### src/rtl/mont_pkg.sv
`default_nettype none

package mont_pkg;

	// ------------------------------
	// Widths and counters
	// ------------------------------
	localparam int OPW      = 192;            // Operand and result width.
	localparam int EXPW     = 16;             // Exponent width.
	localparam int EXP_IDXW = $clog2(EXPW);   // Width of the exponent bit index.
	localparam int CNTW     = 8;              // Width of the iteration counter.

	localparam logic [CNTW-1:0] ITER_COUNT = CNTW'(OPW); // One iteration per bit of x.

	// ------------------------------
	// Modulus
	// ------------------------------
	// m = 2^192 - 2^64 - 1
	localparam logic [OPW-1:0] MODULUS =
		192'hffffffff_ffffffff_ffffffff_fffffffe_ffffffff_ffffffff;

	localparam logic [OPW:0] NEG_MODULUS = ~{1'b0, MODULUS} + 1'b1; // Adding this subtracts m.

	// ------------------------------
	// Encodings
	// ------------------------------
	typedef enum logic {
		OP_MONT_MUL = 1'b0,
		OP_MOD_EXP  = 1'b1
	} mont_op_e;

	typedef enum logic [2:0] {
		ADDR_A    = 3'd0,
		ADDR_B    = 3'd1,
		ADDR_RMOD = 3'd2,
		ADDR_EXP  = 3'd3,
		ADDR_CMD  = 3'd4
	} reg_addr_e;

	typedef enum logic [1:0] {SEQ_IDLE, SEQ_ISSUE, SEQ_WAIT, SEQ_FINISH} seq_state_e;

	typedef enum logic [1:0] {MULT_IDLE, MULT_RUN, MULT_FINAL} mult_state_e;

endpackage

`default_nettype wire

### src/rtl/mont_if.sv
`timescale 1ns/1ps
`default_nettype none

interface mont_if ();
	import mont_pkg::*;

	logic           start; // One-cycle request strobe.
	logic [OPW-1:0] x;     // Held by the requester until done.
	logic [OPW-1:0] y;
	logic [OPW-1:0] z;     // Valid in the cycle done is high.
	logic           done;

	modport requester (
		output start,
		output x,
		output y,
		input  z,
		input  done
	);

	modport core (
		input  start,
		input  x,
		input  y,
		output z,
		output done
	);

endinterface

`default_nettype wire

### src/rtl/mont_mult.sv
`timescale 1ns/1ps
`default_nettype none

module mont_mult (
	input logic    clk,
	input logic    reset,
	mont_if.core   bus
);
	import mont_pkg::*;

	mult_state_e     state;
	logic [CNTW-1:0] count;
	logic [OPW-1:0]  x_sh;     // Multiplier bits, consumed from the LSB.
	logic [OPW:0]    pc;       // Carry half of the running sum.
	logic [OPW:0]    psa;      // Sum half of the running sum.
	logic [OPW-1:0]  z_q;
	logic            done_q;

	logic [OPW:0]    y_by_xi;
	logic [OPW+1:0]  m_ext;
	logic [OPW+1:0]  sum1;
	logic [OPW+1:0]  car1;
	logic [OPW+1:0]  sum2;
	logic [OPW+1:0]  car2;
	logic [OPW:0]    next_pc;
	logic [OPW:0]    next_psa;
	logic [OPW:0]    p;
	logic [OPW:0]    p_minus_m;

	// ------------------------------
	// Carry-save iteration
	// ------------------------------
	assign y_by_xi = {1'b0, bus.y & {OPW{x_sh[0]}}};
	assign m_ext   = {2'b00, MODULUS};

	// First adder folds x_i*y into the redundant pair.
	assign sum1 = {1'b0, pc ^ psa ^ y_by_xi};
	assign car1 = {(pc & psa) | (pc & y_by_xi) | (psa & y_by_xi), 1'b0};

	// Second adder adds m, so an odd sum becomes even.
	assign sum2 = sum1 ^ car1 ^ m_ext;
	assign car2 = {(sum1[OPW:0] & car1[OPW:0]) |
		(sum1[OPW:0] & m_ext[OPW:0]) |
		(car1[OPW:0] & m_ext[OPW:0]), 1'b0};

	// car1 has a zero LSB, so sum1[0] is the parity of the whole sum.
	assign next_pc  = sum1[0] ? car2[OPW+1:1] : car1[OPW+1:1];
	assign next_psa = sum1[0] ? sum2[OPW+1:1] : sum1[OPW+1:1];

	// ------------------------------
	// Final reduction
	// ------------------------------
	assign p         = pc + psa;          // Below 2m.
	assign p_minus_m = p + NEG_MODULUS;   // Top bit set means p < m.

	// ------------------------------
	// Control
	// ------------------------------
	always_ff @(posedge clk) begin
		if (reset) begin
			state  <= MULT_IDLE;
			count  <= '0;
			done_q <= 1'b0;
		end else begin
			done_q <= 1'b0;
			case (state)
				MULT_IDLE: begin
					if (bus.start) begin
						state <= MULT_RUN;
						count <= ITER_COUNT;
					end
				end
				MULT_RUN: begin
					count <= count - 1'b1;
					if (count == CNTW'(1)) begin
						state <= MULT_FINAL; // Last iteration.
					end
				end
				MULT_FINAL: begin
					state  <= MULT_IDLE;
					done_q <= 1'b1;
				end
				default: state <= MULT_IDLE;
			endcase
		end
	end

	// ------------------------------
	// Datapath registers
	// ------------------------------
	always_ff @(posedge clk) begin
		if (state == MULT_IDLE && bus.start) begin
			pc   <= '0;
			psa  <= '0;
			x_sh <= bus.x;
		end else if (state == MULT_RUN) begin
			pc   <= next_pc;
			psa  <= next_psa;
			x_sh <= {1'b0, x_sh[OPW-1:1]};
		end
	end

	always_ff @(posedge clk) begin
		if (state == MULT_FINAL) begin
			z_q <= p_minus_m[OPW] ? p[OPW-1:0] : p_minus_m[OPW-1:0];
		end
	end

	assign bus.z    = z_q;
	assign bus.done = done_q;

	// A new request only arrives once the previous product has been returned.
	a_start_idle: assert property (@(posedge clk) disable iff (reset)
		bus.start |-> state == MULT_IDLE);

	// The returned product is fully reduced.
	a_z_reduced: assert property (@(posedge clk) disable iff (reset)
		bus.done |-> bus.z < MODULUS);

endmodule

`default_nettype wire

### src/flat_wrapper.sv
// flat-port wrapper written by rule: the top's interface ports become plain ports
module mont_mult_flat import mont_pkg::*;
  (clk, reset, bus_start, bus_x, bus_y, bus_z, bus_done);
  mont_if bus_i ();
  input logic clk;
  input logic reset;
  input wire logic [$bits(bus_i.start)-1:0] bus_start;
  input wire logic [$bits(bus_i.x)-1:0] bus_x;
  input wire logic [$bits(bus_i.y)-1:0] bus_y;
  output wire logic [$bits(bus_i.z)-1:0] bus_z;
  output wire logic [$bits(bus_i.done)-1:0] bus_done;
  assign bus_i.start = bus_start;
  assign bus_i.x = bus_x;
  assign bus_i.y = bus_y;
  assign bus_z = bus_i.z;
  assign bus_done = bus_i.done;
  mont_mult u_core (.clk(clk), .reset(reset), .bus(bus_i));
endmodule
### config.mk
export PLATFORM = sky130hd
export DESIGN_NAME = mont_mult_flat
export DESIGN_NICKNAME = d
export VERILOG_FILES = /design/src/rtl/mont_pkg.sv /design/src/rtl/mont_if.sv /design/src/rtl/mont_mult.sv /design/src/flat_wrapper.sv
export SDC_FILE = /design/constraint.sdc
export NUM_CORES = 2
export LEC_CHECK = 0
export BUFFER_PORTS_ARGS = -buffer_cell sky130_fd_sc_hd__buf_2
export CORE_MARGIN = 1
export CORE_UTILIZATION = 30
export DETAILED_ROUTE_END_ITERATION = 6
export SYNTH_ARGS = -nofsm -noshare
export SYNTH_HDL_FRONTEND = slang
export SYNTH_SLANG_ARGS = --single-unit
### constraint.sdc
create_clock -name clk -period 11.3 [get_ports clk]
set_input_delay 1.695 -clock clk [delete_from_list [all_inputs] [get_ports clk]]
set_output_delay 1.695 -clock clk [all_outputs]
set_load 0.02 [all_outputs]
## Word level (Yosys, flattened, before mapping)

Cells that the tools add are included.

| word-level totals | value |
|---|---|
| bits of input ports | 387 |
| memory bits (writable) | 0 |
| word-level logic and storage cells | 45 |
| output and inout bits | 193 |
| register bits | 781 |
| memories kept | 0 |
| memory bits (read-only) | 0 |
| latch bits | 0 |

| cells by class | value |
|---|---|
| $lt $le $gt $ge | 0 |
| reduce and logical (&&, ||, !) cells | 6 |
| muxes and demuxes | 11 |
| multipliers | 0 |
| bitwise gates (word level) | 13 |
| add/subtract/negate cells | 3 |
| div/mod/pow operators | 0 |
| eq/ne operators | 5 |
| shift-type cells | 0 |

Operators with widths:

| operator | number |
|---|---|
| 192-bit 2-to-1 mux | 3 |
| 193-bit by 192-bit AND with 193-bit output | 2 |
| 193-bit AND | 2 |
| 193-bit 2-to-1 mux | 2 |
| 193-bit by 192-bit bitwise OR with 193-bit output | 2 |
| 193-bit bitwise OR | 2 |
| 193-bit by 194-bit bitwise XOR with 194-bit output | 1 |
| 193-bit adder | 1 |
| 193-bit adder, second input constant | 1 |
| 193-bit by 192-bit bitwise XOR with 193-bit output | 1 |
| 193-bit bitwise XOR | 1 |
| 192-bit AND | 1 |
| 191-bit NOT | 1 |
| 8-bit one-hot mux with 2 select lines | 1 |
| 8-bit by 1-bit equality test with 1-bit output, second input constant | 1 |
| 8-bit 2-to-1 mux | 1 |
| 8-bit by 1-bit subtractor with 8-bit output, second input constant | 1 |
| 2-bit 2-to-1 mux | 2 |
| 2-bit one-hot mux with 2 select lines | 1 |
| 2-bit AND reduction | 2 |
| 2-bit nonzero test | 2 |
| 2-bit by 1-bit equality test with 1-bit output, second input constant | 1 |
| 2-bit equality test, second input constant | 1 |
| 2-bit logical NOT | 1 |
| 4 further kinds | 4 |

## Depth between registers and ports, before layout

| logic depth | value |
|---|---|
| word-level depth | 8 |
| depth in mapped cells | 20 |
| gate-level depth less buffers | 17 |

## Least setup slack after synthesis

Ideal clock, no wire load.

| path | value |
|---|---|
| kind | register -> register |
| from | register u_core.state[0] |
| to | register u_core.z_q[0] (netlist: u_core.bus.z[0]) (enable) |
| data required time | 10.529 ns |
| period minus slack after synthesis | 9.606 ns |
| buffers on the path | 0 |
| setup time | 0.771 ns |
| arrival | 8.835 ns |
| path slack | 1.694 ns |
| cell stages (with the launch flop) | 2 |
| cell sequence | dfxtp_1 -> nor2b_1 |

| on the way | value |
|---|---|
| word-level cells in the longest chain between the ends | 1 |

Ends and longest elaborated chain:

| item | line | source |
|---|---|---|
| start: declaration | mont_mult.sv:11 | `mult_state_e state;` |
| start signal: assignment | mont_mult.sv:61 | `state <= MULT_IDLE;` |
| start signal: assignment | mont_mult.sv:69 | `state <= MULT_RUN;` |
| start signal: assignment | mont_mult.sv:76 | `state <= MULT_FINAL;` |
| 2-bit equality test | mont_mult.sv:104 | `if (state == MULT_FINAL) begin` |
| end signal: assignment | mont_mult.sv:105 | `z_q <= p_minus_m[OPW] ? p[OPW-1:0] : p_minus_m[OPW-1:0];` |
| end: declaration | mont_mult.sv:16 | `logic [OPW-1:0] z_q;` |

Every way passes these cells.
A chain may end at the register's enable or synchronous reset.

## Final worst setup path

| path | value |
|---|---|
| from | register u_core.psa[0] |
| to | register u_core.z_q[81] (netlist: u_core.bus.z[81]), data pin |

| on the way | value |
|---|---|
| word-level cells in the longest chain between the ends | 3 |

Ends and longest elaborated chain:

| item | line | source |
|---|---|---|
| start: declaration | mont_mult.sv:15 | `logic [OPW:0] psa;` |
| start signal: assignment | mont_mult.sv:98 | `psa <= next_psa;` |
| 193-bit adder (*) | mont_mult.sv:53 | `assign p = pc + psa;` |
| 193-bit adder | mont_mult.sv:54 | `assign p_minus_m = p + NEG_MODULUS;` |
| 192-bit 2-to-1 mux (*) | mont_mult.sv:105 |  |

Every way passes the cells marked *; elsewhere a longest branch is shown, timed or not.

==> results.md <==
- Flip-flop and latch area: 19500 um2
- Antenna-violating nets left: 0
- Vias in the first global route: 54900
- Final slew viol count: 0
- IO Count: 580
- Seq/Total Area, Yosys: a little under a third
- Headroom to the max-slew limit: 3.93%
- # Post-CTS Setup Buffers: 0
- Clk_skew: about 59 ps
- Cell family with most CP delay: simple AND/OR/NAND/NOR gates
- Most frequent cells in the layout: 1222 x nand2_1, 580 x buf_2, 446 x inv_1, 425 x a21oi_1, 397 x dfxtp_1
- DRC: 0
- Post-synth EDFFs: 384
- Synth Net Count: 8082
- Global routing's busiest layer: met2
- Crit path max-delay cell type: nor4_1
- Clock network power share: 17.1%
- Fin area: about 70000 um2
- Async S/R FF share, synth: 0%
- Internal power: roughly 10000 uW
- Worst path bufs/invs: 3
- Synth Instances: approximately 7000
- HP Class: reg -> reg
- GRT Util Overall: 23.9%
- Met2 GRT Util: 34.8%
- Final worst-path cycle share: 74.2%
- Pwr dens: 281 nW/um2
- CP endpoint kind: flop
- Hold Path Cell Cnt: 2
- # setup viols final: 0
- Setup TNS Final: 0 ps
- First-pass GRT wire length: 365 mm
- Placer Congestion: 1.05
- Combinational fraction of design power: 61.1%
- Drt wl/cell: 24.9 um
- Clock Latency Late Sink: between 700 and 800 ps
- Area Growth Syn to Fin: 14.1%
- Initial core utilization: 30.2%
- Filler instances: 21000
- Commonest non-fill, non-tap cell in the layout: nand2_1
- CTS tree: built
- Core area: 202000 um2
- Clock buffer depth: 3
- Outcome: finished clean
- Via count: 57800
- Clock transition at path regs: 60 ps
- Largest cells by area after synthesis: edfxtp_1 19%, dfxtp_1 13%, ha_1 8.0%
- Synth top area share: 18.9%
- Detailed placement HPWL: 207 mm
- Peak supply drop: 0.298 mV
- CTS buffer count: 98
- Critical setup path kind: reg -> reg
- R2R depth: 20
- CP cell instances: ha_1, fa_1, a211oi_1, o211ai_1, a21oi_1, buf_4, a211oi_1, nor4_1, o31ai_1, nor2_1, o311ai_1, buf_2, nand4b_1, nor4_1, nand4bb_1, nor4_4, xor2_4, buf_12, nor4_1, xnor2_1
- Switching Fraction: 47.3%
- Cell variety after synth: 96
- Largest stage delay on the critical path: 1110 ps
- Yosys synthesis warning count: 0
- Synthesized flop and latch total: about 780
- RSZ-0062 raised after global routing: false
- Hold buffer count at cts: 0
- Most frequent CP cell: nor4_1
- Critical Path AT: 8920 ps
- Cts repair resizes: 0
- Initial antenna violation count: 34
- Reg power frac: 21.8%
- Cell Area, Synth: 61000 um2
- Routed Wire Length: 254 mm
- Largest net degree at the start of global routing: 189
- Met3 usage: 5.62%
- Synth Flop Type: dfxtp_1
- Initial DRT Pass Iterations: 7
- Clk root buf: clkbuf_16
- Port Buffers: slightly below 600
- Post-synth top area cell: edfxtp_1
- Layout cell share with drive strength beyond 1: about 16%
- Placed inst area: 66200 um2
- Initial DRC Count: 6010
- Sink Count: 781
- Final hold vios: 0
- Footprint of the multi-input gates: roughly 38000 um2
- Vias per inst: ~5.7
- Static Leak: 0.0256 uW
- Final min period: 8380 ps
- GRT overflow: 0
- CP Launch Type: flop
- Switching pwr: 9220 uW
- H-tree Lvls: 3
- Syn Area/Cell: 8.57 um2
- F_max: 119 MHz
- Std cell rows: around 170
- Actual slew at the worst max-slew pin: 1430 ps
- Chip Width: 453 um
- CP Depth: 20
- Worst endpoint required time: 11840 ps
- CP Max Fanout: 96
- Die H: 453 um
- GR Util met1: 33.9%
- Max cap viols: 0
- Die ar.: 205000 um2
- Layout Nets: 8418
==> final cells by class <==
type | instances | share of cell area, %
multi-input combinational | 5484 | 55.0
sequential | 781 | 28.0
timing repair buffer | 637 | 4.93
tap | 2672 | 4.81
clock buffer | 126 | 3.89
inverter | 448 | 2.43
clock inverter | 57 | 0.963
antenna | 4 | 0.0144
==> metal layers <==
metal	vias to the layer above	share of wire, %
met4	54	3.8
met1	28100	45
met2	2684	41
met3	409	9.4
met5	-	0.14
li1	26500	-
==> worst reg2reg max path, stage by stage (launching register included) <==
cell and delay [ps]:
dfxtp_1 310, ha_1 240, fa_1 440, a211oi_1 470, o211ai_1 180, a21oi_1 160, buf_4 200, a211oi_1 170
nor4_1 1110, o31ai_1 550, nor2_1 470, o311ai_1 140, buf_2 200, nand4b_1 280, nor4_1 830, nand4bb_1 280
nor4_4 510, xor2_4 640, buf_12 450, nor4_1 190, xnor2_1 310
==> sequential cells by signal (all words and copies together) (netlist names) <==
name	cells
u_core.bus.done	1
u_core.count	8
u_core.psa	193
u_core.bus.z	192
u_core.pc	193
u_core.state	2
u_core.x_sh	192
==> kinds of logic after synthesis <==
logic type / after synthesis / synth area share, %
xor gates and xnor gates: 327 / 4.72
adders and majority gates: 581 / 14.3
DFF: 781 / 32.0
AOI/OAI and AO/OA: 1567 / 15.9
muxes: 392 / 7.21
and+or+nand+nor: 2617 / 20.4
buffers and inverters: 849 / 5.46
==> cell usage after synthesis, types with 14 or more instances <==
library cell	instances
nand2_1	1223
inv_1	447
a21oi_1	425
dfxtp_1	397
ha_1	388
edfxtp_1	384
o22ai_1	380
mux2_2	379
nor2_1	369
clkbuf_1	306
o21ai_0	274
nand4_1	235
fa_1	193
xnor2_1	179
nor3_1	164
nand3_1	154
xor2_1	146
nor4_1	124
buf_2	79
and4_1	56
a21o_1	48
and2_1	46
a31oi_1	42
and3_1	42
o211ai_1	40
o31ai_1	40
a211oi_1	35
o21bai_1	35
o21a_1	33
or3_1	30
or4_1	30
a221oi_1	28
o21ai_1	21
nand2b_1	20
nor2b_1	20
or2_2	20
a21boi_0	18
nor4b_1	16
a22oi_1	14
==> stage by stage <==
step | setup WS (ps) | util [%] | hold WS [ps] | instances | power, uW
after floorplan | 1690 | - | 429 | 7114 | 12200
after global placement | 2800 | 32.7 | 439 | 10000 | 15500
after detailed placement | 3200 | 32.7 | 467 | 10000 | 15800
after CTS | 3160 | 34.4 | 477 | 10200 | 19300
after global routing | 2590 | 34.4 | 494 | 10200 | 20800
final | 2920 | 34.4 | 472 | 10200 | 19500
==> power by group through the flow <==
| stage | combinational, uW | clock [uW] | sequential (uW) |
|---|---|---|---|
| 2_1_floorplan | 7970 | 0 | 4210 |
| 3_3_place_gp | 11300 | 0 | 4260 |
| 3_5_place_dp | 11500 | 0 | 4300 |
| 4_1_cts | 11600 | 3430 | 4250 |
| 5_1_grt | 12900 | 3520 | 4320 |
| 6_report | 11900 | 3330 | 4250 |
==> final timing paths <==
check / startpoint / end / slack [ps]
setup / recovery: u_core.psa[0] / u_core.bus.z[81] / 2920
hold / removal: u_core.psa[192] / u_core.psa[192] / 470
setup reg to reg: u_core.psa[0] / u_core.bus.z[81] / 2920
hold reg to reg: u_core.psa[192] / u_core.psa[192] / 470
Power figures use the tool's default switching activity.
