File: src/rtl/mont_pkg.sv
`default_nettype none

package mont_pkg;

	// ------------------------------
	// Widths and counters
	// ------------------------------
	localparam int OPW      = 192;            // Operand and result width.
	localparam int EXPW     = 16;             // Exponent width.
	localparam int EXP_IDXW = $clog2(EXPW);   // Width of the exponent bit index.
	localparam int CNTW     = 8;              // Width of the iteration counter.

	localparam logic [CNTW-1:0] ITER_COUNT = CNTW'(OPW); // One iteration per bit of x.

	// ------------------------------
	// Modulus
	// ------------------------------
	// m = 2^192 - 2^64 - 1
	localparam logic [OPW-1:0] MODULUS =
		192'hffffffff_ffffffff_ffffffff_fffffffe_ffffffff_ffffffff;

	localparam logic [OPW:0] NEG_MODULUS = ~{1'b0, MODULUS} + 1'b1; // Adding this subtracts m.

	// ------------------------------
	// Encodings
	// ------------------------------
	typedef enum logic {
		OP_MONT_MUL = 1'b0,
		OP_MOD_EXP  = 1'b1
	} mont_op_e;

	typedef enum logic [2:0] {
		ADDR_A    = 3'd0,
		ADDR_B    = 3'd1,
		ADDR_RMOD = 3'd2,
		ADDR_EXP  = 3'd3,
		ADDR_CMD  = 3'd4
	} reg_addr_e;

	typedef enum logic [1:0] {SEQ_IDLE, SEQ_ISSUE, SEQ_WAIT, SEQ_FINISH} seq_state_e;

	typedef enum logic [1:0] {MULT_IDLE, MULT_RUN, MULT_FINAL} mult_state_e;

endpackage

`default_nettype wire

File: src/rtl/mont_regs.sv
`timescale 1ns/1ps
`default_nettype none

module mont_regs (
	input  logic                      clk,
	input  logic                      reset,
	input  logic                      wr_en,
	input  mont_pkg::reg_addr_e       wr_addr,
	input  logic [mont_pkg::OPW-1:0]  wr_data,
	input  logic                      seq_done,
	output logic                      go,
	output mont_pkg::mont_op_e        op,
	output logic [mont_pkg::OPW-1:0]  a,
	output logic [mont_pkg::OPW-1:0]  b,
	output logic [mont_pkg::OPW-1:0]  r_mod,
	output logic [mont_pkg::EXPW-1:0] exp,
	output logic                      busy
);
	import mont_pkg::*;

	logic accept;

	assign accept = wr_en && !busy;                 // Writes during a run are dropped.
	assign go     = accept && (wr_addr == ADDR_CMD);

	// ------------------------------
	// Operand registers
	// ------------------------------
	always_ff @(posedge clk) begin
		if (accept) begin
			case (wr_addr)
				ADDR_A:    a     <= wr_data;
				ADDR_B:    b     <= wr_data;
				ADDR_RMOD: r_mod <= wr_data;
				ADDR_EXP:  exp   <= wr_data[EXPW-1:0];
				ADDR_CMD:  op    <= mont_op_e'(wr_data[0]); // Valid from the cycle after go.
				default: ;
			endcase
		end
	end

	// ------------------------------
	// Status
	// ------------------------------
	always_ff @(posedge clk) begin
		if (reset) begin
			busy <= 1'b0;
		end else if (go) begin
			busy <= 1'b1;
		end else if (seq_done) begin
			busy <= 1'b0;
		end
	end

	// The sequencer only reports completion of a command that is running.
	a_done_while_busy: assert property (@(posedge clk) disable iff (reset)
		seq_done |-> busy);

endmodule

`default_nettype wire

File: config.mk
export PLATFORM = sky130hd
export DESIGN_NAME = mont_regs
export DESIGN_NICKNAME = d
export VERILOG_FILES = /design/src/rtl/mont_pkg.sv /design/src/rtl/mont_regs.sv
export SDC_FILE = /design/constraint.sdc
export NUM_CORES = 1
export LEC_CHECK = 0
export ABC_AREA = 1
export BUFFER_PORTS_ARGS = -buffer_cell sky130_fd_sc_hd__buf_2
export CORE_AREA = 2 2 305 307
export CTS_BUF_LIST = sky130_fd_sc_hd__clkbuf_2 sky130_fd_sc_hd__clkbuf_4 sky130_fd_sc_hd__clkbuf_8
export CTS_CLUSTER_DIAMETER = 200
export DETAILED_ROUTE_END_ITERATION = 10
export DIE_AREA = 0 0 307 309
export PLACE_DENSITY = 0.5
export SYNTH_ARGS = -nofsm -noshare
export SYNTH_HDL_FRONTEND = slang
export SYNTH_SLANG_ARGS = --single-unit
File: constraint.sdc
create_clock -name clk -period 19 [get_ports clk]
set_input_delay 0.95 -clock clk [delete_from_list [all_inputs] [get_ports clk]]
set_output_delay 0.95 -clock clk [all_outputs]
set_load 0.01 [all_outputs]
# Yosys cells after proc, flatten, opt, wreduce, memory -nomap -nowiden
# Cells that the tools add are included.
[classes] n_reduce_logical=10 n_eq_ne=4 n_mux=2
[op_table] op="2-bit AND reduction" count=5
[op_table] op="3-bit by 2-bit == test with 1-bit output, second input constant" count=2
[op_table] op="3-bit by 1-bit == test with 1-bit output, second input constant" count=1
[op_table] op="3-bit == test, second input constant" count=1
[op_table] op="3-bit zero test" count=1
[op_table] op="1-bit logical AND" count=2
[op_table] op="1-bit 2-to-1 mux" count=2
[op_table] op="2-bit nonzero test" count=1
[op_table] op="1-bit zero test" count=1
[word_totals] out_inout_bits=595 in_bits=199 regBits=594

# Longest topological paths before layout
# Gate-level depths: netlist (run 1).
[depth] ltp_word=4 mapped_depth=4 ltp_nobuf=4

# Worst setup path after synthesis (run 1)
# OpenSTA, ideal clock, no wires.
[synth_path] path_type="input -> register" startpoint="input port wr_addr[2]" endpoint="register a[0] (netlist bit) (enable)" arrival_ns=14.153 path_slack_ns=3.865 path_stages=1 t_required_ns=18.018 cell_sequence="nor3_1"
[synth_via] elab_chain_cells=2
[synth_lines] element="from (decl)" line_no="mont_regs.sv:8" rtl="input mont_pkg::reg_addr_e wr_addr,"
[synth_lines] element="3-bit zero test" line_no="mont_regs.sv:31" rtl="case (wr_addr)"
[synth_lines] element="2-bit AND reduction (no line)"
[synth_lines] element="to (signal assigned)" line_no="mont_regs.sv:32" rtl="ADDR_A: a <= wr_data;"
[synth_lines] element="to (decl)" line_no="mont_regs.sv:13" rtl="output logic [mont_pkg::OPW-1:0] a,"
# No other way between the ends.
# A chain may end at the register's enable or synchronous reset.

# Worst setup path after layout (run 1)
[layout_path] startpoint="input port wr_en" endpoint="register a[15] (netlist bit) (enable)"
[layout_via] elab_chain_cells=2
[layout_lines] element="from (decl)" line_no="mont_regs.sv:7" rtl="input logic wr_en,"
[layout_lines] element="1-bit logical AND" line_no="mont_regs.sv:23" rtl="assign accept = wr_en && !busy;"
[layout_lines] element="2-bit AND reduction (no line)"
# No other way between the ends.

==> impl_metrics.env, run 1 <==
export IMPL_synth_area_leaders="edfxtp_1 99%, dfxtp_1 0.11%, nor3_1 0.11%"
export IMPL_vias_per_cell=3.52
export IMPL_layout_drive_gt1_share=0.600
export IMPL_post_route_util=0.277
export IMPL_core_area_sq_um=91400
export IMPL_io_buffers=793
export IMPL_required_ps=19310
export IMPL_cp_slowest_stage_delay_ps=760
export IMPL_rr_endpoint="a[15]$_DFFE_PP_"
export IMPL_synthArstFlopShare=0
export IMPL_wl_per_cell_microns=17.7
export IMPL_wl_met3_microns=4890
export IMPL_place_area_sq_um=23500
export IMPL_drc=0
export IMPL_die_area_sq_um=94900
export IMPL_pwr_share_seq=0.567
export IMPL_start_util=0.196
export IMPL_synth_top_area_share=0.995
export IMPL_r2r_setup_slack_ps=16450
export IMPL_reg2reg_from="busy$_SDFFE_PP0P_"
export IMPL_hold_viol_final=0
export IMPL_die_y_microns=309
export IMPL_synth_top_cells_by_count="593 x edfxtp_1, 5 x inv_1, 4 x nor3_1, 3 x nand2_1"
export IMPL_m1WireLength_microns=16500
export IMPL_path_class="in2reg"
export IMPL_grt_pass1_wl_microns=67300
export IMPL_dp_hpwl_microns=35500
export IMPL_yosysTopAreaCell="edfxtp_1"
export IMPL_final_area_sq_um=25300
export IMPL_area_growth_pct=41.4
export IMPL_cts_resized=0
export IMPL_cts_hold_buf=0
export IMPL_clk_insertion_delay_late_ps=680
export IMPL_synth_nets=809
export IMPL_power_density_nw_per_um2=103
export IMPL_p_leak_uw=0.00959
export IMPL_synth_seq_cells=594
export IMPL_period_share=0.136
export IMPL_finalSetupViolations=0
export IMPL_max_vdd_ir_drop_mv=0.0606
export IMPL_crit_arrival_ps=2880
export IMPL_p_clk_frac=0.400
export IMPL_hp_start="wr_data[44]"
export IMPL_rsz0062_at_grt="false"
export IMPL_drt_wl_total_microns=49100
export IMPL_drt_initial_drc_count=750
export IMPL_nNetsFinal=1713
export IMPL_grt_antenna_before_repair=7
export IMPL_critPathTopFamily="buffers and inverters"
export IMPL_synth_most_common_cell="edfxtp_1"
export IMPL_intPower_uw=2050
export IMPL_fin_crit_ps=2580
export IMPL_power_switching_uw=551
export IMPL_crit_top_cell="buf_4"
export IMPL_die_w_microns=307
export IMPL_path_cells="buf_2 > inv_1 > nor2_4 > nand2_1 > nor3_2 > buf_4 > buf_4"
export IMPL_ys_seq_area_frac=0.996
export IMPL_combPwrFrac=0.033
export IMPL_grt_overflow=0
export IMPL_synth_edf_count=593
export IMPL_status="finished clean"
export IMPL_clkSlewWorstSetupHoldPaths_ps=60
export IMPL_hold_end="r_mod[44]$_DFFE_PP_"
export IMPL_pin_count=794
export IMPL_layout_setup_ws_ps=16420
export IMPL_finClkSkew_ps=17.3
export IMPL_path_max_fanout=61
export IMPL_dp_slack_ps=15700
export IMPL_cts_setup_buffers=0
export IMPL_cts_made_buffers=96
export IMPL_grt_max_degree=62
export IMPL_tritoncts="built"
export IMPL_start_kind="input pin"
export IMPL_ctsLongestPathBuffers=3
export IMPL_dr_pass1_iters=4
export IMPL_detail_route_antenna_nets=0
export IMPL_rr_worst_depth=5
export IMPL_drv_cap=0
export IMPL_netlist_area_sq_um=17900
export IMPL_worstPathBufferInverterCount=4
export IMPL_syn_inst=610
export IMPL_end_kind="register"
export IMPL_crit_slowest_cell="buf_4"
export IMPL_cts_sinks=594
export IMPL_dr_max_layer_used="met5"
export IMPL_ys_flop_type="edfxtp_1"
export IMPL_core_rowCount=111
export IMPL_fillers=9228
export IMPL_gp_congestion=0.782
export IMPL_synthDistinctLibCells=9
export IMPL_sw_frac_of_total=0.211
export IMPL_holdPathStages=1
export IMPL_grt_pass1_vias=10400
export IMPL_drv_slew=0
export IMPL_cts_root_buf="clkbuf_8"
export IMPL_tightestPinTransition_ps=927
export IMPL_clock_fmax_mhz=388
export IMPL_grt_use_total=0.0969
export IMPL_h_tree_depth=3
export IMPL_finalSetupTns_ps=0
export IMPL_ys_warn_count=0
export IMPL_num_vias=9790
export IMPL_avgSynthCellArea_sq_um=29.3
export IMPL_dr_wl_met2_microns=26100
export IMPL_slew_headroom=0.382
export IMPL_total_power_uw=2610
export IMPL_hold_class="in2reg"
flip-flops by register name, summed over array words and instances, names as in the netlist:
signal / cells
exp: 16
a: 192
r_mod: 192
op: 1
busy: 1
b: 192
through the flow:
step	instances	hold WS, ps
after global placement	2602	503
final	2780	463
after floorplan	610	525
after detailed placement	2602	511
after global routing	2780	342
after CTS	2777	322
cell type report:
cell class	count	area, sq um	area share
multi-input combinational	11	76.3	0.00302
antenna	3	7.51	0.000297
timing repair buffer	806	4070	0.161
inverter	5	18.8	0.000742
clock buffer	121	1530	0.0604
tap	1186	1480	0.0586
clock inverter	54	298	0.0118
sequential	594	17800	0.704
how the worst max path moves through the flow:
| stage | start | to | slack [ps] | depth (start not counted) |
|---|---|---|---|---|
| 2_1_floorplan | wr_addr[2] | a[0]$_DFFE_PP_ | 3860 | 1 |
| 3_3_place_gp | wr_en | b[5]$_DFFE_PP_ | 15760 | 7 |
| 3_5_place_dp | wr_en | a[15]$_DFFE_PP_ | 15700 | 7 |
| 4_1_cts | busy$_SDFFE_PP0P_ | a[122]$_DFFE_PP_ | 16430 | 5 |
| 5_1_grt | busy$_SDFFE_PP0P_ | a[15]$_DFFE_PP_ | 16300 | 5 |
| 6_report | wr_en | a[15]$_DFFE_PP_ | 16420 | 7 |
power groups by stage:
| stage | clock network [uW] | registers, uW | logic [uW] |
|---|---|---|---|
| 3_5_place_dp | 0 | 1500 | 89.4 |
| 4_1_cts | 1090 | 1480 | 89.3 |
| 3_3_place_gp | 0 | 1500 | 87.0 |
| 6_report | 1040 | 1480 | 86.7 |
| 2_1_floorplan | 0 | 1530 | 9.49 |
| 5_1_grt | 1140 | 1480 | 94.0 |
cells in the final DEF (no fill, tap or decap):
| master | count |
|---|---|
| clkinv_2 | 14 |
| inv_1 | 5 |
| buf_2 | 793 |
| a21oi_1 | 1 |
| clkbuf_4 | 22 |
| clkinv_4 | 1 |
| clkinv_1 | 32 |
| clkbuf_8 | 99 |
| nand2_1 | 3 |
| nor2_4 | 1 |
| edfxtp_1 | 593 |
| nor3_2 | 4 |
| nor2_1 | 1 |
| bufinv_16 | 2 |
| dfxtp_1 | 1 |
| diode_2 | 3 |
| nand3_1 | 1 |
| inv_6 | 1 |
| buf_4 | 13 |
| clkinvlp_4 | 4 |
per-layer routing:
metal | GRT usage | vias up
met1 | 0.0934 | 4819
met3 | 0.0463 | 97
met4 | 0.0396 | 4
li1 | - | 4338
met5 | 0 | -
met2 | 0.177 | 532
cell families after synthesis:
logic type / after synthesis / synth area share
AO/OA/AOI/OAI: 1 / 0.000279
flip-flops: 594 / 0.996
buffers and inverters: 5 / 0.00105
AND/OR/NAND/NOR: 10 / 0.00287
(Power assumes the default switching activity.)
==> run 2, diff against run 1 <==
- clock period: 19 -> 2.6 ns (I/O delays scaled with it)
==> run 2 against run 1 <==
Compared with the run above:
- core utilization is 2.5 points higher
- design area is 9.1% higher
- sequential share of layout area is 5.8 points lower
- via count is 8.3% higher
- non-clock buffer count is 213 higher
- global-route usage is 0.49 points higher
- sequential power grew to 7.3 times the previous value
- clock skew is 6.3 ps lower
- cell count is 7.5% higher
- sequential cell count stayed put
- total power grew to 7.5 times the previous value
- clock power grew to 7.5 times the previous value
- critical endpoint is now go
- largest power group unchanged
- highest routed layer unchanged
==> impl_metrics.env, run 2 (synthesis results as in run 1) <==
export IMPL_area_growth_pct=54.2
export IMPL_fin_crit_ps=2470
export IMPL_die_area_sq_um=94900
export IMPL_p_leak_uw=0.0106
export IMPL_start_util=0.196
export IMPL_grt_pass1_wl_microns=71900
export IMPL_path_max_fanout=4
export IMPL_rsz0062_at_grt="false"
export IMPL_period_share=0.951
export IMPL_path_cells="dlygate4sd3_1 > buf_2 > nor2_1 > dlygate4sd3_1 > nand3_1 > dlygate4sd3_1 > inv_1 > buf_2"
export IMPL_total_power_uw=19500
export IMPL_clock_fmax_mhz=404
export IMPL_grt_use_total=0.102
export IMPL_post_route_util=0.302
export IMPL_dp_hpwl_microns=37000
export IMPL_m1WireLength_microns=18200
export IMPL_path_class="in2out"
export IMPL_cts_sinks=594
export IMPL_die_y_microns=309
export IMPL_drv_cap=0
export IMPL_cts_setup_buffers=0
export IMPL_ctsLongestPathBuffers=3
export IMPL_crit_slowest_cell="dlygate4sd3_1"
export IMPL_nNetsFinal=1925
export IMPL_top_regs="a x192, b x192, r_mod x192"
export IMPL_layout_drive_gt1_share=0.539
export IMPL_mostFrequentLayoutCells="793 x buf_2, 593 x edfxtp_1, 200 x dlygate4sd3_1, 97 x clkbuf_8, 27 x clkinv_1"
export IMPL_cp_slowest_stage_delay_ps=570
export IMPL_hold_viol_final=0
export IMPL_pin_count=794
export IMPL_critPathTopFamily="buffers and inverters"
export IMPL_status="finished clean"
export IMPL_finClkSkew_ps=11.0
export IMPL_max_vdd_ir_drop_mv=0.391
export IMPL_finalSetupViolations=0
export IMPL_dr_pass1_iters=4
export IMPL_grt_overflow=0
export IMPL_final_common_cell="buf_2"
export IMPL_end_kind="output port"
export IMPL_cts_hold_buf=200
export IMPL_core_rowCount=111
export IMPL_start_kind="input pin"
export IMPL_cts_root_buf="clkbuf_8"
export IMPL_dr_wl_met2_microns=27400
export IMPL_num_vias=10600
export IMPL_detail_route_antenna_nets=0
export IMPL_required_ps=2470
export IMPL_grt_antenna_before_repair=3
export IMPL_drv_slew=0
export IMPL_gp_congestion=0.805
export IMPL_power_density_nw_per_um2=705
export IMPL_drt_wl_total_microns=51900
export IMPL_h_tree_depth=3
export IMPL_hold_class="in2reg"
export IMPL_tightestPinTransition_ps=405
export IMPL_cts_resized=0
export IMPL_layout_setup_ws_ps=127
export IMPL_grt_pass1_vias=11400
export IMPL_crit_top_cell="dlygate4sd3_1"
export IMPL_drt_initial_drc_count=572
export IMPL_crit_arrival_ps=2340
export IMPL_drc=0
export IMPL_grt_max_degree=58
export IMPL_dp_slack_ps=763
export IMPL_clk_insertion_delay_late_ps=680
export IMPL_tritoncts="built"
export IMPL_die_w_microns=307
export IMPL_wl_met3_microns=4610
export IMPL_place_area_sq_um=23800
export IMPL_worstPathBufferInverterCount=6
export IMPL_wl_per_cell_microns=17.4
export IMPL_io_buffers=793
export IMPL_dr_max_layer_used="met5"
export IMPL_core_area_sq_um=91400
export IMPL_clkSlewWorstSetupHoldPaths_ps=60
export IMPL_finalHoldWorstSlack_ps=170
export IMPL_r2r_setup_slack_ps=210
export IMPL_vias_per_cell=3.55
export IMPL_cts_made_buffers=95
export IMPL_slew_headroom=0.730
export IMPL_final_area_sq_um=27600
## run 2: cell count changes in the layout (fill, tap and decap cells not counted), moves of 2 or more
cell | previous run | this run
clkinv_1 | 32 | 27
nor3_2 | 4 | 1
buf_12 | 0 | 13
nor3_4 | 0 | 3
clkinvlp_4 | 4 | 2
diode_2 | 3 | 1
clkinv_2 | 14 | 19
dlygate4sd3_1 | 0 | 200
clkbuf_8 | 99 | 97
inv_8 | 0 | 4
clkbuf_4 | 22 | 18
## run 2: worst paths after layout
kind	start	to	cells past startpoint
worst min-delay path	wr_en	r_mod[28]$_DFFE_PP_	6
worst min register to register	busy$_SDFFE_PP0P_	r_mod[28]$_DFFE_PP_	4
worst max-delay path	wr_addr[1]	go	8
worst max register to register	busy$_SDFFE_PP0P_	a[91]$_DFFE_PP_	6
## run 2: stage by stage
stage,TNS [ps],cells
global placement,0,2615
floorplan,-1692630,610
finish,0,2988
CTS,0,2987
global route,0,2988
detailed placement,0,2615
## run 2: area by class of cell
cell class	instances	area (sq um)
fillers	9026	63800
flip-flops and latches	594	17800
repair buffers	1019	6330
well taps	1186	1480
clock buffers	115	1470
clock inverters	57	364
multi-input cells	11	103
inverters	5	18.8
diodes	1	2.50
## run 2: power breakdown
part	switching [uW]	internal, uW
clock	3690	4070
sequential	42.9	10700
combinational	484	432
## run 2: metal layers
metal / global-route usage / vias up
met5: 0 / -
met3: 0.0423 / 100
met2: 0.185 / 537
met4: 0.0472 / 2
li1: - / 4750
met1: 0.100 / 5211
## run 2: worst min-delay path, stage by stage
cell and delay [ps]:
buf_2 100, inv_1 90, nor2_4 60, nand2_4 80, nor3_4 50, buf_12 160
==> run 3, diff against run 2 <==
- PLACE_DENSITY: 0.5 -> 0.36
==> run 3 against run 2 <==
Compared with the run above:
- first-iteration DRC count shrank 4.7%
- via count increased by 0.67%
- non-clock buffer count fell by 5
==> impl_metrics.env, run 3 (synthesis results as in run 1) <==
export IMPL_met2_usage=0.204
export IMPL_start_util=0.196
export IMPL_drt_wl_total_microns=56400
export IMPL_ctsLongestPathBuffers=3
export IMPL_die_y_microns=309
export IMPL_drc=0
export IMPL_worstPathBufferInverterCount=6
export IMPL_grt_max_degree=93
export IMPL_core_area_sq_um=91400
export IMPL_critPathTopFamily="buffers and inverters"
export IMPL_clock_fmax_mhz=395
export IMPL_die_w_microns=307
export IMPL_hold_class="in2reg"
export IMPL_required_ps=2470
export IMPL_nNetsFinal=1926
export IMPL_fin_crit_ps=2530
export IMPL_dp_slack_ps=718
export IMPL_wl_per_cell_microns=18.8
export IMPL_end_kind="output port"
export IMPL_cts_setup_buffers=0
export IMPL_finClkSkew_ps=34.8
export IMPL_period_share=0.974
export IMPL_pin_count=794
export IMPL_vias_per_cell=3.57
export IMPL_grt_pass1_vias=11300
export IMPL_clkSlewWorstSetupHoldPaths_ps=60
export IMPL_tightestPinTransition_ps=775
export IMPL_finalSetupViolations=0
export IMPL_num_vias=10700
export IMPL_layout_drive_gt1_share=0.539
export IMPL_grt_overflow=0
export IMPL_mostFrequentLayoutCells="793 x buf_2, 593 x edfxtp_1, 200 x dlygate4sd3_1, 102 x clkbuf_8, 32 x clkbuf_4"
export IMPL_drv_slew=0
export IMPL_drt_initial_drc_count=545
export IMPL_start_kind="input pin"
export IMPL_top_regs="a x192, b x192, r_mod x192"
export IMPL_gp_congestion=0.772
export IMPL_die_area_sq_um=94900
export IMPL_rsz0062_at_grt="false"
export IMPL_hold_viol_final=0
export IMPL_io_buffers=793
export IMPL_top_usage_layer="met2"
export IMPL_power_density_nw_per_um2=710
export IMPL_h_tree_depth=3
export IMPL_status="finished clean"
export IMPL_grt_antenna_before_repair=6
export IMPL_cts_sinks=594
export IMPL_crit_arrival_ps=2400
export IMPL_path_cells="dlygate4sd3_1 > buf_2 > nor2_1 > dlygate4sd3_1 > nand3_1 > dlygate4sd3_1 > inv_2 > buf_2"
export IMPL_crit_top_cell="dlygate4sd3_1"
export IMPL_path_class="in2out"
export IMPL_slew_headroom=0.483
export IMPL_detail_route_antenna_nets=0
export IMPL_use_met3=0.0462
export IMPL_tritoncts="built"
export IMPL_dp_hpwl_microns=40000
export IMPL_drv_cap=0
export IMPL_cp_slowest_stage_delay_ps=600
export IMPL_use_met1=0.111
export IMPL_cts_made_buffers=101
export IMPL_layout_setup_ws_ps=68.0
export IMPL_cts_root_buf="clkbuf_8"
export IMPL_final_common_cell="buf_2"
export IMPL_crit_slowest_cell="dlygate4sd3_1"
export IMPL_clk_insertion_delay_late_ps=720
export IMPL_num_antenna_cells=0
export IMPL_core_rowCount=111
export IMPL_dr_pass1_iters=4
export IMPL_area_growth_pct=53.8
export IMPL_grt_use_total=0.112
export IMPL_path_max_fanout=4
export IMPL_p_leak_uw=0.0105
export IMPL_grt_pass1_wl_microns=76900
export IMPL_max_vdd_ir_drop_mv=0.395
export IMPL_post_route_util=0.301
run 3: changes by cell type in the layout (fill, tap and decap cells not counted):
cell | before | now
clkbuf_8 | 97 | 102
buf_12 | 13 | 8
clkbuf_4 | 18 | 32
inv_8 | 4 | 3
inv_2 | 0 | 1
diode_2 | 1 | 0
clkinv_1 | 27 | 30
clkinvlp_4 | 2 | 1
inv_6 | 1 | 0
clkinv_8 | 0 | 1
inv_1 | 5 | 4
clkinv_4 | 1 | 0
bufinv_16 | 3 | 0
clkinv_2 | 19 | 11
run 3: timing repair:
action                     4_1_cts  5_1_grt
hold endpoints to repair       643        0
setup endpoints to repair        0        1
hold buffers                   200        0
gates resized for setup          0        1
run 3: final timing paths:
check | startpoint | slack, ps | to | cells past startpoint
hold / removal | wr_data[87] | 140 | b[87]$_DFFE_PP_ | 2
hold reg to reg | busy$_SDFFE_PP0P_ | 900 | a[4]$_DFFE_PP_ | 4
setup reg to reg | busy$_SDFFE_PP0P_ | 710 | b[37]$_DFFE_PP_ | 5
setup / recovery | wr_addr[1] | 70 | go | 8
run 3: per-layer routing:
| layer | up-vias | part of all wire |
|---|---|---|
| met5 | - | 0.00098 |
| met4 | 8 | 0.028 |
| met3 | 109 | 0.093 |
| met2 | 531 | 0.53 |
| met1 | 5263 | 0.34 |
| li1 | 4760 | - |
run 3: where the power goes:
part / switching [uW] / internal, uW
registers: 39.0 / 10700
logic: 489 / 425
clock network: 3730 / 4110
total: 4250 / 15300
run 3: final cells by class:
| cell class | instances | area, sq um |
|---|---|---|
| Clock inverter | 46 | 225 |
| Sequential cell | 594 | 17800 |
| Tap cell | 1186 | 1480 |
| Fill cell | 9191 | 63900 |
| Timing Repair Buffer | 1014 | 6230 |
| Clock buffer | 134 | 1640 |
| Inverter | 5 | 18.8 |
| Multi-Input combinational cell | 11 | 103 |
run 3: metrics by stage:
step | hold WS [ps] | area, sq um | instances | TNS (ps) | power (uW)
detailed placement | 298 | 23700 | 2610 | 0 | 11700
global placement | 289 | 23700 | 2610 | 0 | 11700
floorplan | 192 | 17900 | 610 | -1692630 | 11200
global route | 50.5 | 27500 | 2990 | 0 | 20400
finish | 144 | 27500 | 2990 | 0 | 19500
CTS | 21.0 | 27500 | 2990 | 0 | 20000
